## src/common/uartPkg.sv

```systemverilog
`default_nettype none

package uartPkg;

   // ------------------------------------------------------------
   // Widths with a meaning
   // ------------------------------------------------------------
   typedef logic [7:0] dataByte_t;   // One character or register value
   typedef logic [1:0] regAddr_t;    // CPU register select
   typedef logic [2:0] bitIndex_t;   // Bit position inside a character

   // BRCLK cycles per serial bit
   localparam int DEFAULT_BIT_PERIOD = 16;

   // CPU register map
   localparam regAddr_t ADDR_DATA    = 2'd0;   // THR on write, RHR on read
   localparam regAddr_t ADDR_STATUS  = 2'd1;   // Read only
   localparam regAddr_t ADDR_MODE    = 2'd2;
   localparam regAddr_t ADDR_COMMAND = 2'd3;

   // Command bits 7:6, ECHO acts as NORMAL here
   typedef enum logic [1:0] {
      NORMAL          = 2'b00,
      ECHO            = 2'b01,
      LOCAL_LOOPBACK  = 2'b10,   // TXD looped into receiver
      REMOTE_LOOPBACK = 2'b11    // Received bytes sent back out
   } opMode_e;

   // ------------------------------------------------------------
   // Register layouts, top bit first
   // ------------------------------------------------------------
   typedef struct packed {
      opMode_e opMode;        // Bits 7:6
      logic    rtsLow;        // Force RTS_n low
      logic    clearErrors;   // Clears overrun on write
      logic    cr3;           // Stored only
      logic    rxEnable;
      logic    dtrLow;        // Force DTR_n low
      logic    txEnable;
   } commandReg_t;

   typedef struct packed {
      logic dsrLow;        // Inverted DSR_n
      logic dcdLow;        // Inverted DCD_n
      logic frameError;    // Reads 0
      logic overrun;
      logic parityError;   // Reads 0
      logic lineChange;    // Modem line change or frame sent
      logic rxReady;
      logic txReady;
   } statusReg_t;

endpackage

`default_nettype wire
```

## src/logic/uartTop.sv

```systemverilog
`timescale 1ns/1ps
`default_nettype none

module uartTop #(
   parameter int BitPeriod = uartPkg::DEFAULT_BIT_PERIOD   // BRCLK cycles per bit
) (
   input  wire                      BRCLK,
   input  wire                      cmd_resetError,
   // CPU port
   input  wire uartPkg::regAddr_t   ADDRESS,
   input  wire                      CE_n,
   input  wire                      READ_n,
   input  wire uartPkg::dataByte_t  D,
   output wire uartPkg::dataByte_t  D_OUT,
   // Serial and modem lines
   input  wire                      RXD,
   output wire                      TXD,
   input  wire                      DCD_n,
   input  wire                      DSR_n,
   output wire                      DTR_n,
   output wire                      RTS_n,
   // Interrupt flags
   output wire                      RXDRDY_n,
   output wire                      TXDRDY_n,
   output wire                      TXEMT_n
);

   uartPkg::commandReg_t   command;
   uartPkg::dataByte_t     thrData;
   uartPkg::dataByte_t     rxData;
   logic                   thrLoad;
   logic                   txStart;
   logic                   txDone;
   logic                   frameStart;
   logic                   byteDone;
   logic                   rxSerialIn;

   // Local loopback, receiver listens to own TXD
   assign rxSerialIn = (command.opMode == uartPkg::LOCAL_LOOPBACK) ? TXD : RXD;

   // ------------------------------------------------------------
   // Blocks
   // ------------------------------------------------------------
   uartRegisterFile uRegisterFile (
      .BRCLK(BRCLK), .cmd_resetError(cmd_resetError),
      .ADDRESS(ADDRESS), .CE_n(CE_n), .READ_n(READ_n), .D(D),
      .DCD_n(DCD_n), .DSR_n(DSR_n),
      .frameStart(frameStart), .byteDone(byteDone), .rxData(rxData),
      .txStart(txStart), .txDone(txDone),
      .D_OUT(D_OUT), .command(command), .thrLoad(thrLoad), .thrData(thrData),
      .DTR_n(DTR_n), .RTS_n(RTS_n),
      .RXDRDY_n(RXDRDY_n), .TXDRDY_n(TXDRDY_n), .TXEMT_n(TXEMT_n)
   );

   uartReceiver #(.BitPeriod(BitPeriod)) uReceiver (
      .BRCLK(BRCLK), .cmd_resetError(cmd_resetError),
      .rxEnable(command.rxEnable), .serialIn(rxSerialIn),
      .frameStart(frameStart), .byteDone(byteDone), .rxData(rxData)
   );

   uartTransmitter #(.BitPeriod(BitPeriod)) uTransmitter (
      .BRCLK(BRCLK), .cmd_resetError(cmd_resetError),
      .txEnable(command.txEnable), .thrLoad(thrLoad), .thrData(thrData),
      .TXD(TXD), .txStart(txStart), .txDone(txDone)
   );

endmodule

`default_nettype wire

```

## src/logic/uartTransmitter.sv

```systemverilog
`timescale 1ns/1ps
`default_nettype none

module uartTransmitter #(
   parameter int BitPeriod = uartPkg::DEFAULT_BIT_PERIOD
) (
   input  wire                      BRCLK,
   input  wire                      cmd_resetError,
   input  wire                      txEnable,
   input  wire                      thrLoad,
   input  wire uartPkg::dataByte_t  thrData,
   output logic                     TXD,
   output logic                     txStart,
   output logic                     txDone
);

   localparam int CntWidth = $clog2(BitPeriod + 1);

   typedef enum logic [2:0] {
      TX_IDLE,
      TX_START,
      TX_DATA,
      TX_STOP,
      TX_DONE    // One cycle to report the frame
   } txState_e;

   txState_e               state;
   logic [CntWidth-1:0]    bitCnt;
   uartPkg::bitIndex_t     bitIdx;
   uartPkg::dataByte_t     holdReg;   // THR
   logic                   pending;   // Byte waiting to go out
   logic                   lastTick;

   assign lastTick = (bitCnt == CntWidth'(BitPeriod - 1));
   assign txStart  = txEnable && (state == TX_IDLE) && pending;
   assign txDone   = txEnable && (state == TX_DONE);

   // Late load overwrites THR but adds no frame
   always_ff @(posedge BRCLK) begin
      if (thrLoad) holdReg <= thrData;
   end

   always_ff @(posedge BRCLK) begin
      if (cmd_resetError) pending <= 1'b0;
      else if (thrLoad) pending <= 1'b1;
      else if (txDone) pending <= 1'b0;
   end

   // ------------------------------------------------------------
   // Serialiser, 8N1 LSB first
   // ------------------------------------------------------------
   always_ff @(posedge BRCLK) begin
      if (cmd_resetError || !txEnable) begin
         state  <= TX_IDLE;
         TXD    <= 1'b1;   // Line idles high
         bitCnt <= '0;
         bitIdx <= '0;
      end else begin
         case (state)
            TX_IDLE: begin
               if (pending) begin
                  state  <= TX_START;
                  TXD    <= 1'b0;   // Start bit
                  bitCnt <= '0;
               end
            end
            TX_START: begin
               if (lastTick) begin
                  state  <= TX_DATA;
                  TXD    <= holdReg[0];
                  bitIdx <= '0;
                  bitCnt <= '0;
               end else bitCnt <= bitCnt + 1'b1;
            end
            TX_DATA: begin
               if (lastTick) begin
                  bitCnt <= '0;
                  if (bitIdx == 3'd7) begin
                     state <= TX_STOP;
                     TXD   <= 1'b1;   // Stop bit
                  end else begin
                     bitIdx <= bitIdx + 1'b1;
                     TXD    <= holdReg[bitIdx + 3'd1];
                  end
               end else bitCnt <= bitCnt + 1'b1;
            end
            TX_STOP: begin
               if (lastTick) begin
                  state  <= TX_DONE;
                  bitCnt <= '0;
               end else bitCnt <= bitCnt + 1'b1;
            end
            TX_DONE: state <= TX_IDLE;
            default: state <= TX_IDLE;
         endcase
      end
   end

   // Every path into idle leaves the line high
   a_idleHigh: assert property (@(posedge BRCLK) disable iff (cmd_resetError)
      (state == TX_IDLE) |-> TXD);

endmodule

`default_nettype wire

```

## src/logic/uartReceiver.sv

```systemverilog
`timescale 1ns/1ps
`default_nettype none

module uartReceiver #(
   parameter int BitPeriod = uartPkg::DEFAULT_BIT_PERIOD
) (
   input  wire                  BRCLK,
   input  wire                  cmd_resetError,
   input  wire                  rxEnable,
   input  wire                  serialIn,
   output logic                 frameStart,
   output logic                 byteDone,
   output uartPkg::dataByte_t   rxData
);

   localparam int CntWidth   = $clog2(BitPeriod + 1);
   localparam int HalfPeriod = BitPeriod / 2;

   typedef enum logic [2:0] {
      RX_IDLE,
      RX_START,    // Half bit to start-bit middle
      RX_WAIT,     // Full bit to next data middle
      RX_SAMPLE,
      RX_STOP
   } rxState_e;

   rxState_e               state;
   logic [CntWidth-1:0]    bitCnt;
   uartPkg::bitIndex_t     bitIdx;
   uartPkg::dataByte_t     shiftReg;

   // ------------------------------------------------------------
   // Frame FSM
   // ------------------------------------------------------------
   always_ff @(posedge BRCLK) begin
      if (cmd_resetError || !rxEnable) begin
         state  <= RX_IDLE;   // Disable drops any frame in progress
         bitCnt <= '0;
         bitIdx <= '0;
      end else begin
         case (state)
            RX_IDLE: begin
               if (!serialIn) begin   // Falling edge of start bit
                  state  <= RX_START;
                  bitCnt <= CntWidth'(1);
                  bitIdx <= '0;
               end
            end
            RX_START: begin
               if (bitCnt == CntWidth'(HalfPeriod)) begin
                  state  <= RX_WAIT;
                  bitCnt <= CntWidth'(1);
               end else bitCnt <= bitCnt + 1'b1;
            end
            RX_WAIT: begin
               if (bitCnt == CntWidth'(BitPeriod - 1)) state <= RX_SAMPLE;
               else bitCnt <= bitCnt + 1'b1;
            end
            RX_SAMPLE: begin
               bitCnt <= CntWidth'(1);
               bitIdx <= bitIdx + 1'b1;
               state  <= (bitIdx == 3'd7) ? RX_STOP : RX_WAIT;
            end
            RX_STOP: begin
               // Stop level not checked
               if (bitCnt == CntWidth'(BitPeriod)) state <= RX_IDLE;
               else bitCnt <= bitCnt + 1'b1;
            end
            default: state <= RX_IDLE;
         endcase
      end
   end

   // LSB arrives first, shift in from the top
   always_ff @(posedge BRCLK) begin
      if (rxEnable && state == RX_SAMPLE) shiftReg <= {serialIn, shiftReg[7:1]};
   end

   assign rxData     = shiftReg;
   assign frameStart = rxEnable && (state == RX_IDLE) && !serialIn;
   assign byteDone   = rxEnable && (state == RX_STOP) && (bitCnt == CntWidth'(BitPeriod));

   // Start detect and byte completion are separate events
   a_startNotDone: assert property (@(posedge BRCLK) disable iff (cmd_resetError)
      !(frameStart && byteDone));

endmodule

`default_nettype wire

```

## src/registers/uartRegisterFile.sv

```systemverilog
`timescale 1ns/1ps
`default_nettype none

module uartRegisterFile (
   input  wire                        BRCLK,
   input  wire                        cmd_resetError,
   input  wire uartPkg::regAddr_t     ADDRESS,
   input  wire                        CE_n,
   input  wire                        READ_n,
   input  wire uartPkg::dataByte_t    D,
   input  wire                        DCD_n,
   input  wire                        DSR_n,
   input  wire                        frameStart,   // Receiver found a start bit
   input  wire                        byteDone,     // Receiver byte complete
   input  wire uartPkg::dataByte_t    rxData,
   input  wire                        txStart,      // Transmitter left idle
   input  wire                        txDone,       // Stop bit finished
   output uartPkg::dataByte_t         D_OUT,
   output uartPkg::commandReg_t       command,
   output logic                       thrLoad,
   output uartPkg::dataByte_t         thrData,
   output logic                       DTR_n,
   output logic                       RTS_n,
   output logic                       RXDRDY_n,
   output logic                       TXDRDY_n,
   output logic                       TXEMT_n
);

   uartPkg::dataByte_t    modeReg;
   uartPkg::dataByte_t    rhr;          // Receive holding register
   uartPkg::dataByte_t    dataOut;      // Read data, shown one cycle later
   uartPkg::commandReg_t  cmdIn;        // Bus data seen as a command
   uartPkg::statusReg_t   statusNow;
   logic                  txReady;
   logic                  rxReady;
   logic                  overrun;
   logic                  lineChange;
   logic                  dcdLow;
   logic                  dsrLow;
   logic                  cpuWrite;
   logic                  cpuRead;
   logic                  modemChange;
   logic                  remoteEcho;

   assign cpuWrite = !CE_n && READ_n;   // One access per enabled cycle
   assign cpuRead  = !CE_n && !READ_n;
   assign cmdIn    = uartPkg::commandReg_t'(D);

   // Last sample differs from the pin, only watched while an engine runs
   assign modemChange = (command.rxEnable || command.txEnable) &&
                        ((dcdLow != !DCD_n) || (dsrLow != !DSR_n));
   assign remoteEcho  = byteDone && (command.opMode == uartPkg::REMOTE_LOOPBACK);

   assign statusNow = '{dsrLow: dsrLow, dcdLow: dcdLow, frameError: 1'b0,
                        overrun: overrun, parityError: 1'b0, lineChange: lineChange,
                        rxReady: rxReady, txReady: txReady};

   // ------------------------------------------------------------
   // Bus decode and status update
   // ------------------------------------------------------------
   always_ff @(posedge BRCLK) begin
      if (cmd_resetError) begin
         command    <= '0;
         modeReg    <= '0;
         rhr        <= '0;
         dataOut    <= '0;
         thrLoad    <= 1'b0;
         thrData    <= '0;
         txReady    <= 1'b1;   // THR empty
         rxReady    <= 1'b0;
         overrun    <= 1'b0;
         lineChange <= 1'b0;
         dcdLow     <= 1'b0;
         dsrLow     <= 1'b0;
      end else begin
         thrLoad <= 1'b0;
         dcdLow  <= !DCD_n;   // Modem lines sampled every cycle
         dsrLow  <= !DSR_n;

         if (cpuWrite) begin
            case (ADDRESS)
               uartPkg::ADDR_DATA: begin
                  thrLoad <= 1'b1;
                  thrData <= D;
               end
               uartPkg::ADDR_MODE: modeReg <= D;
               uartPkg::ADDR_COMMAND: begin
                  command <= cmdIn;
                  if (cmdIn.clearErrors) overrun <= 1'b0;
                  if (!cmdIn.rxEnable) rxReady <= 1'b0;   // RHR empty when receiver off
               end
               default: ;   // Status is read only
            endcase
         end else if (cpuRead) begin
            case (ADDRESS)
               uartPkg::ADDR_DATA: begin
                  dataOut <= rhr;
                  rxReady <= 1'b0;
               end
               uartPkg::ADDR_STATUS: begin
                  dataOut    <= statusNow;
                  lineChange <= 1'b0;
               end
               uartPkg::ADDR_MODE:    dataOut <= modeReg;
               default:               dataOut <= command;
            endcase
         end

         // Remote loopback feeds the transmitter, CPU write has priority
         if (remoteEcho && !(cpuWrite && ADDRESS == uartPkg::ADDR_DATA)) begin
            thrLoad <= 1'b1;
            thrData <= rxData;
         end

         // Engine events come last so they win over CPU clears
         if (txStart) txReady <= 1'b0;
         if (txDone) begin
            txReady    <= 1'b1;
            lineChange <= 1'b1;   // Shift register empty
         end
         if (frameStart) begin
            rxReady <= 1'b0;
            if (rxReady) overrun <= 1'b1;   // Previous byte never read
         end
         if (byteDone) begin
            rxReady <= 1'b1;
            rhr     <= rxData;
         end
         if (modemChange) lineChange <= 1'b1;
      end
   end

   // ------------------------------------------------------------
   // Pins
   // ------------------------------------------------------------
   assign D_OUT    = cpuRead ? dataOut : '0;
   assign DTR_n    = !command.dtrLow;
   assign RTS_n    = !command.rtsLow;
   assign RXDRDY_n = command.rxEnable ? !rxReady : 1'b1;   // Valid only when enabled
   assign TXDRDY_n = command.txEnable ? !txReady : 1'b1;
   assign TXEMT_n  = !lineChange;

   // No transmit request leaves the block right after a reset cycle
   a_noLoadAfterReset: assert property (@(posedge BRCLK) cmd_resetError |=> !thrLoad);

   // A start bit empties RHR and the receiver is busy next cycle
   a_frameStartClears: assert property (@(posedge BRCLK) disable iff (cmd_resetError)
      frameStart |=> !(rxReady || frameStart));

endmodule

`default_nettype wire

```

## config.mk

```make
export PLATFORM = sky130hd
export DESIGN_NAME = uartTop
export DESIGN_NICKNAME = d
export VERILOG_FILES = /design/src/common/uartPkg.sv /design/src/logic/uartTop.sv /design/src/logic/uartTransmitter.sv /design/src/logic/uartReceiver.sv /design/src/registers/uartRegisterFile.sv
export SDC_FILE = /design/constraint.sdc
export NUM_CORES = 1
export LEC_CHECK = 0
export CAP_MARGIN = 20
export CELL_PAD_IN_SITES_DETAIL_PLACEMENT = 1
export CELL_PAD_IN_SITES_GLOBAL_PLACEMENT = 2
export CORE_MARGIN = 2
export CORE_UTILIZATION = 39
export DETAILED_ROUTE_END_ITERATION = 8
export DONT_BUFFER_PORTS = 1
export PLACE_DENSITY_LB_ADDON = 0.1
export SLEW_MARGIN = 20
export SYNTH_ARGS = -nofsm -noshare
export SYNTH_HDL_FRONTEND = slang
export SYNTH_SLANG_ARGS = --single-unit
```

## constraint.sdc

```tcl
create_clock -name BRCLK -period 3.2 [get_ports BRCLK]
set_input_delay 0.32 -clock BRCLK [delete_from_list [all_inputs] [get_ports BRCLK]]
set_output_delay 0.32 -clock BRCLK [all_outputs]
set_load 0.1 [all_outputs]
```

-- Word-level counts from Yosys, hierarchy flattened
Index checks and enable logic that the tools add are counted.
- add/subtract/negate cells: 4
- magnitude comparators: 1
- equal/unequal tests: 36
- mux-type cells: 63
- bitwise logic cells: 1
- reductions and logical operators: 61
- operator list (operator ; count):
    two-way mux 3 bit ; 14
    two-way mux 8 bit ; 4
    two-way mux 1 bit ; 30
    two-way mux 5 bit ; 6
    one-hot mux 5 bit (5 select lines) ; 1
    one-hot mux 8 bit (3 select lines) ; 1
    AND reduction 4 bit ; 5
    inequality test 2 x 1 -> 1 bit, second input constant ; 8
    == test 5 x 4 -> 1 bit, second input constant ; 3
    one-hot mux 3 bit (5 select lines) ; 1
    logical AND 1 bit ; 14
    zero test 1 bit ; 13
    == test 3 x 2 -> 1 bit, second input constant ; 4
    == test 3 bit, second input constant ; 4
    one-hot mux 3 bit (2 select lines) ; 2
    one-hot mux 3 bit (4 select lines) ; 1
    AND reduction 2 bit ; 6
    nonzero test 2 bit ; 6
    adder 5 x 1 -> 5 bit, second input constant ; 2
    one-hot mux 5 bit (2 select lines) ; 1
    nonzero test 3 bit ; 3
    == test 2 bit, second input constant ; 4
    inequality test 2 bit, second input constant ; 4
    inequality test 4 x 3 -> 1 bit, second input constant ; 2
    other kinds (19) ; 27
- register bits: 87
- bits of input ports: 17
- output and inout port bits: 14
- word-level logic and storage cells: 194

-- Depth between registers and ports, before layout
- depth after elaboration: 7
- depth in mapped cells: 8
- depth with buffers taken out: 8

-- Cells and area by module
A second synthesis with hierarchy kept.
- cell total of the unflattened synthesis: 403
- area total of the unflattened synthesis: 4083.9 um^2
- by module, submodules not included (module ; times used ; cells each ; area an instance (um^2) ; seq. area each (um^2)):
    uartRegisterFile ; 1 ; 221 ; 2100.8 ; 940.9
    uartTransmitter ; 1 ; 90 ; 1007.2 ; 500.5
    uartReceiver ; 1 ; 90 ; 947.2 ; 460.4
    uartTop ; 1 ; 2 ; 28.8 ; 0.0

-- Worst setup path before layout
Ideal clock, no wire load.
- path type: flip-flop to flip-flop
- from: reg uTransmitter.TXD
- to: reg uRegisterFile.rxReady
- library setup time: 0.132 ns
- arrival: 1.823 ns
- data required time: 3.068 ns
- slack: 1.244 ns
- stages on the path, launching flop included: 5
- path buffers: 0
- clock period less this slack: 1.956 ns
- path through: dfxtp_1 -> mux2_4 -> or4_1 -> o221ai_1 -> a21oi_1
- longest elaborated chain between the ends: 5
- elaborated cells between the ends (all ways): 10
- those cells by class: eq/ne (2); mux (3); reduce/logical (5)
- ends and longest elaborated chain (what ; line ; source):
    start, declared ; uartTransmitter.sv:12 ; output logic TXD,
    start signal, assigned ; uartTransmitter.sv:70 ; TXD <= holdReg[0];
    start signal, assigned ; uartTransmitter.sv:83 ; TXD <= holdReg[bitIdx + 3'd1];
    two-way mux 1 bit * ; uartTop.sv:39 ; assign rxSerialIn = (command.opMode == uartPkg::LOCAL_LOOPBACK) ? TXD : RXD;
    net rxSerialIn ; uartTop.sv:36 ; logic rxSerialIn;
    zero test 1 bit * ; n/a ;
    logical AND 1 bit * ; uartReceiver.sv:80 ; assign frameStart = rxEnable && (state == RX_IDLE) && !serialIn;
    inequality test 4 x 3 -> 1 bit (no source line) (tied with other cells) ; n/a ;
    AND reduction 4 bit (no source line) / two-way mux 1 bit (equally long branches) ; n/a ;
    end signal, assigned ; uartRegisterFile.sv:70 ; rxReady <= 1'b0;
    end signal, assigned ; uartRegisterFile.sv:90 ; if (!cmdIn.rxEnable) rxReady <= 1'b0;
    end signal, assigned ; uartRegisterFile.sv:98 ; rxReady <= 1'b0;
    end, declared ; uartRegisterFile.sv:35 ; logic rxReady;
Mark *: on every way through the listed nets, which the timed path passes. The rest lies on a longest branch.
A chain may end at the register's enable or synchronous reset.

-- Worst setup path in the final report
- from: reg uReceiver.bitCnt[0]
- to: reg uReceiver.bitCnt[3]
- longest elaborated chain between the ends: 3
- elaborated cells between the ends (all ways): 11
- those cells by class: add/sub (1); eq/ne (5); mux (4); reduce/logical (1)
- ends and longest elaborated chain (what ; line ; source):
    start, declared ; uartReceiver.sv:28 ; logic [CntWidth-1:0] bitCnt;
    start signal, assigned ; uartReceiver.sv:45 ; bitCnt <= CntWidth'(1);
    start signal, assigned ; uartReceiver.sv:52 ; bitCnt <= CntWidth'(1);
    start signal, assigned ; uartReceiver.sv:53 ; end else bitCnt <= bitCnt + 1'b1;
    adder 5 x 1 -> 5 bit (tied with other cells) ; uartReceiver.sv:53, uartReceiver.sv:57, uartReceiver.sv:67 ;
    two-way mux 5 bit (tied with other cells) ; uartReceiver.sv:66 ; if (bitCnt == CntWidth'(BitPeriod)) state <= RX_IDLE;
    one-hot mux 5 bit (5 select lines) / AND reduction 4 bit (equally long branches) ; n/a ;
Several ways; a longest one is shown, not always the timed one. The select of a mux whose other input is x is not followed.

==> impl_metrics.env <==
export IMPL_number_of_top_level_pins=31
export IMPL_finalSetupViolations=0
export IMPL_class_of_the_tightest_hold_or_removal_check="in2reg"
export IMPL_post_cts_resize_count=0
export IMPL_pin_count_of_the_biggest_net_entering_global_routing=51
export IMPL_routedWlPerCell_um=17.04
export IMPL_die_height_um=103.6
export IMPL_holdWs_ns=0.02027
export IMPL_synth_seq_cells=87
export IMPL_dp_hpwl_um=6689
export IMPL_port_buffers=0
export IMPL_power_static_leakage_uw=0.001492
export IMPL_tightest_slew_ns=0.9456
export IMPL_worst_ep_required_time_ns=3.49
export IMPL_via_count_of_the_first_global_routing_pass=2874
export IMPL_cts_clk_slew_worst_paths_ns=0.09
export IMPL_final_net_count=432
export IMPL_drt_initial_drc_count=128
export IMPL_share_comb_of_total_power_pct=4.0
export IMPL_synth_main_ff_cell="sky130_fd_sc_hd__dfxtp_1"
export IMPL_global_route_wire_length_before_repair_um=15320
export IMPL_drt_pass1_iter_count=4
export IMPL_rsz0062_at_grt="no"
export IMPL_routability_congestion_estimate_from_global_placement=0.7883
export IMPL_synth_enable_flop_cells=16
export IMPL_cts_setup_buffers=0
export IMPL_share_clk_of_total_power_pct=38.0
export IMPL_cts_root_buf="sky130_fd_sc_hd__clkbuf_8"
export IMPL_worstPathArrival_ns=2.27
export IMPL_synth_net_count=432
export IMPL_num_antenna_cells=0
export IMPL_timing_critical_path_to_type="flip-flop"
export IMPL_worst_setup_path_type="reg2reg"
export IMPL_start_util_pct=39.96
export IMPL_grt_ovfl_total=0
export IMPL_number_of_nets_with_antenna_violations_after_detailed_routing=0
export IMPL_netlist_instances=407
export IMPL_fraction_of_power_spent_switching_nets_pct=23.98
export IMPL_timing_final_crit_share_pct=62.02
export IMPL_fp_dieArea_um2=10740
export IMPL_fin_crit_ns=1.985
export IMPL_synth_yosys_seq_area_share_pct=49.14
export IMPL_postSynthAreaPerCell_um2=9.509
export IMPL_grt_use_total_pct=17.89
export IMPL_clock_tree_htree_level_count=3
export IMPL_syn_to_final_growth_pct=8.923
export IMPL_seq_power_share_pct=58.1
export IMPL_avgViaCountPerCell=5.306
export IMPL_mappedNetlistArea_um2=3870
export IMPL_post_route_cells_drive_above_1_share_pct=11.17
export IMPL_fp_dieW_um=103.6
export IMPL_routed_wl_um=9286
export IMPL_hold_buffers=0
export IMPL_clock_sink_count=87
export IMPL_tritoncts_num_buffers=9
export IMPL_design_power_total_uw=1955
export IMPL_vias=2892
export IMPL_achievable_frequency_mhz=503.9
export IMPL_vdd_drop_max_v=0.0002035
export IMPL_max_fo_critical_path=10
export IMPL_placeableCoreArea_um2=9684
export IMPL_synthDistinctLibCells=54
export IMPL_synth_warnings=0
export IMPL_outcome="complete, no violations"
export IMPL_report_final_hold_viol_count=0
export IMPL_reported_max_cap_violation_count=0
export IMPL_floorplan_rows=36
export IMPL_clock_path_buffers=2
export IMPL_grt_antenna_before_repair=0
export IMPL_slew_limit_headroom_pct=36.81
export IMPL_route_detailed_drc=0
export IMPL_cts_tree="yes"
export IMPL_async_flop_share_pct=0
export IMPL_setup_tns_final_ns=0
export IMPL_power_per_cell_area_nw_per_um2=463.7
export IMPL_clock_skew_final_ns=0.01193
export IMPL_clk_insertion_delay_late_ns=0.36
export IMPL_max_slew_violation_count=0
export IMPL_cp_start_kind="flip-flop"
export IMPL_internal_power_uw=1486
export IMPL_switching_power_uw=468.7
[Yosys cell counts, types with 2 or more instances]
cell type | count | area share (%)
sky130_fd_sc_hd__dfxtp_1 | 71 | 37
sky130_fd_sc_hd__nand2_1 | 61 | 5.9
sky130_fd_sc_hd__a21oi_1 | 42 | 5.4
sky130_fd_sc_hd__nor2_1 | 42 | 4.1
sky130_fd_sc_hd__mux2i_1 | 18 | 4.7
sky130_fd_sc_hd__clkbuf_1 | 16 | 1.6
sky130_fd_sc_hd__edfxtp_1 | 16 | 12
sky130_fd_sc_hd__and2_1 | 11 | 1.8
sky130_fd_sc_hd__inv_1 | 9 | 0.87
sky130_fd_sc_hd__nand3_1 | 9 | 1.2
sky130_fd_sc_hd__a211oi_1 | 8 | 1.6
sky130_fd_sc_hd__ha_1 | 8 | 2.6
sky130_fd_sc_hd__mux4_2 | 7 | 4.1
sky130_fd_sc_hd__nand2b_1 | 7 | 1.1
sky130_fd_sc_hd__nor3_1 | 7 | 0.91
sky130_fd_sc_hd__o21ai_0 | 7 | 0.91
sky130_fd_sc_hd__and3_1 | 5 | 0.81
sky130_fd_sc_hd__nor2b_1 | 5 | 0.81
sky130_fd_sc_hd__or2_2 | 5 | 0.81
sky130_fd_sc_hd__a31oi_1 | 3 | 0.49
sky130_fd_sc_hd__buf_1 | 3 | 0.29
sky130_fd_sc_hd__nand3b_1 | 3 | 0.58
sky130_fd_sc_hd__nor3b_1 | 3 | 0.58
sky130_fd_sc_hd__or3_1 | 3 | 0.49
sky130_fd_sc_hd__xnor2_1 | 3 | 0.68
sky130_fd_sc_hd__a221oi_1 | 2 | 0.45
sky130_fd_sc_hd__mux2_2 | 2 | 0.58
sky130_fd_sc_hd__nor4_1 | 2 | 0.32
sky130_fd_sc_hd__o21bai_1 | 2 | 0.39
sky130_fd_sc_hd__o31a_1 | 2 | 0.45
sky130_fd_sc_hd__or4_1 | 2 | 0.39
[power by group through the flow]
stage / clock, uW / combinational [uW] / sequential, uW
2_1_floorplan: 0 / 77.2 / 1160
3_3_place_gp: 0 / 77.0 / 1160
3_5_place_dp: 0 / 77.9 / 1160
4_1_cts: 774 / 78.5 / 1140
5_1_grt: 814 / 84.5 / 1140
6_report: 742 / 77.8 / 1130
[layout make-up]
| cell class | instances | area (um^2) |
|---|---|---|
| fillers | 1128 | 5469 |
| flip-flops and latches | 87 | 1902 |
| multi-input cells | 290 | 1851 |
| well taps | 133 | 166.4 |
| clock buffers | 10 | 148.9 |
| repair buffers | 10 | 75.07 |
| clock inverters | 6 | 38.79 |
| inverters | 9 | 33.78 |
[logic make-up after synthesis]
| logic type | count (synthesis) | share of synthesized area [%] |
|---|---|---|
| compound gates | 79 | 12.77 |
| fa+ha+maj | 8 | 2.587 |
| xor+xnor | 3 | 0.6791 |
| mux | 29 | 10.38 |
| flops | 87 | 49.14 |
| buf+inv | 30 | 3.039 |
| simple gates | 171 | 21.40 |
[flip-flops by register name, indices dropped and copies added, names as in the netlist, 5 cells and up]
signal,cells
uReceiver.bitCnt,5
uReceiver.rxData,8
uRegisterFile.command,8
uRegisterFile.dataOut,8
uRegisterFile.modeReg,8
uRegisterFile.rhr,8
uRegisterFile.thrData,8
uTransmitter.bitCnt,5
uTransmitter.holdReg,8
[placed cells by master, fill, tap and decap left out, drive strengths merged, types with 3 or more instances in the layout]
| master | netlist | routed |
|---|---|---|
| dfxtp | 71 | 71 |
| nand2b | 8 | 8 |
| or2 | 5 | 5 |
| nand2 | 61 | 61 |
| nand3b | 3 | 3 |
| inv | 9 | 13 |
| nor3 | 7 | 7 |
| a211oi | 8 | 8 |
| nor3b | 3 | 3 |
| and3 | 5 | 5 |
| mux2i | 18 | 18 |
| nor2 | 43 | 43 |
| ha | 8 | 8 |
| o21ai | 7 | 7 |
| mux4 | 8 | 8 |
| edfxtp | 16 | 16 |
| nor2b | 5 | 5 |
| a31oi | 3 | 3 |
| and2 | 11 | 11 |
| clkbuf | 16 | 10 |
| xnor2 | 3 | 3 |
| a21oi | 42 | 42 |
| or3 | 3 | 3 |
| mux2 | 3 | 3 |
| nand3 | 9 | 9 |
| buf | 5 | 10 |
[metal layers]
| layer | share of wire (%) | vias to the layer above | GRT usage [%] |
|---|---|---|---|
| met4 | 0.69 | 0 | 5.502 |
| li1 | - | 1439 | - |
| met5 | 0 | - | 0 |
| met1 | 49 | 1391 | 24.70 |
| met3 | 3.5 | 6 | 3.147 |
| met2 | 47 | 56 | 28.71 |
[per-stage QoR]
stage	worst slack (ns)	area, um^2	instances	util, %
final	1.215	4215	545	43.53
after global routing	1.043	4215	545	43.53
after CTS	1.201	4215	545	43.53
after detailed placement	1.212	4028	529	41.59
after global placement	1.269	4028	529	41.59
after floorplan	1.244	3870	407	-
[final timing paths]
kind,end,depth (start not counted),startpoint,slack [ns]
setup reg to reg,uReceiver.bitCnt[3]$_SDFFE_PP0P_,8,uReceiver.bitCnt[0]$_SDFFE_PP0P_,1.22
hold reg to reg,uTransmitter.holdReg[1]$_DFFE_PP_,0,uRegisterFile.thrData[1]$_SDFFE_PP0P_,0.44
hold / removal,uRegisterFile.dcdLow$_SDFF_PP0_,1,DCD_n,0.02
setup / recovery,uReceiver.bitCnt[3]$_SDFFE_PP0P_,8,uReceiver.bitCnt[0]$_SDFFE_PP0P_,1.22
[worst max-delay path, cell delays in order (launching register included)]
cell                       delay (ns)
sky130_fd_sc_hd__dfxtp_1         0.34
sky130_fd_sc_hd__ha_1            0.21
sky130_fd_sc_hd__and3_1          0.18
sky130_fd_sc_hd__ha_1            0.21
sky130_fd_sc_hd__nand2b_1        0.14
sky130_fd_sc_hd__a21o_1          0.20
sky130_fd_sc_hd__o311a_4         0.16
sky130_fd_sc_hd__or3_1           0.35
sky130_fd_sc_hd__a21oi_1         0.14
Power figures use the tool's default switching activity.
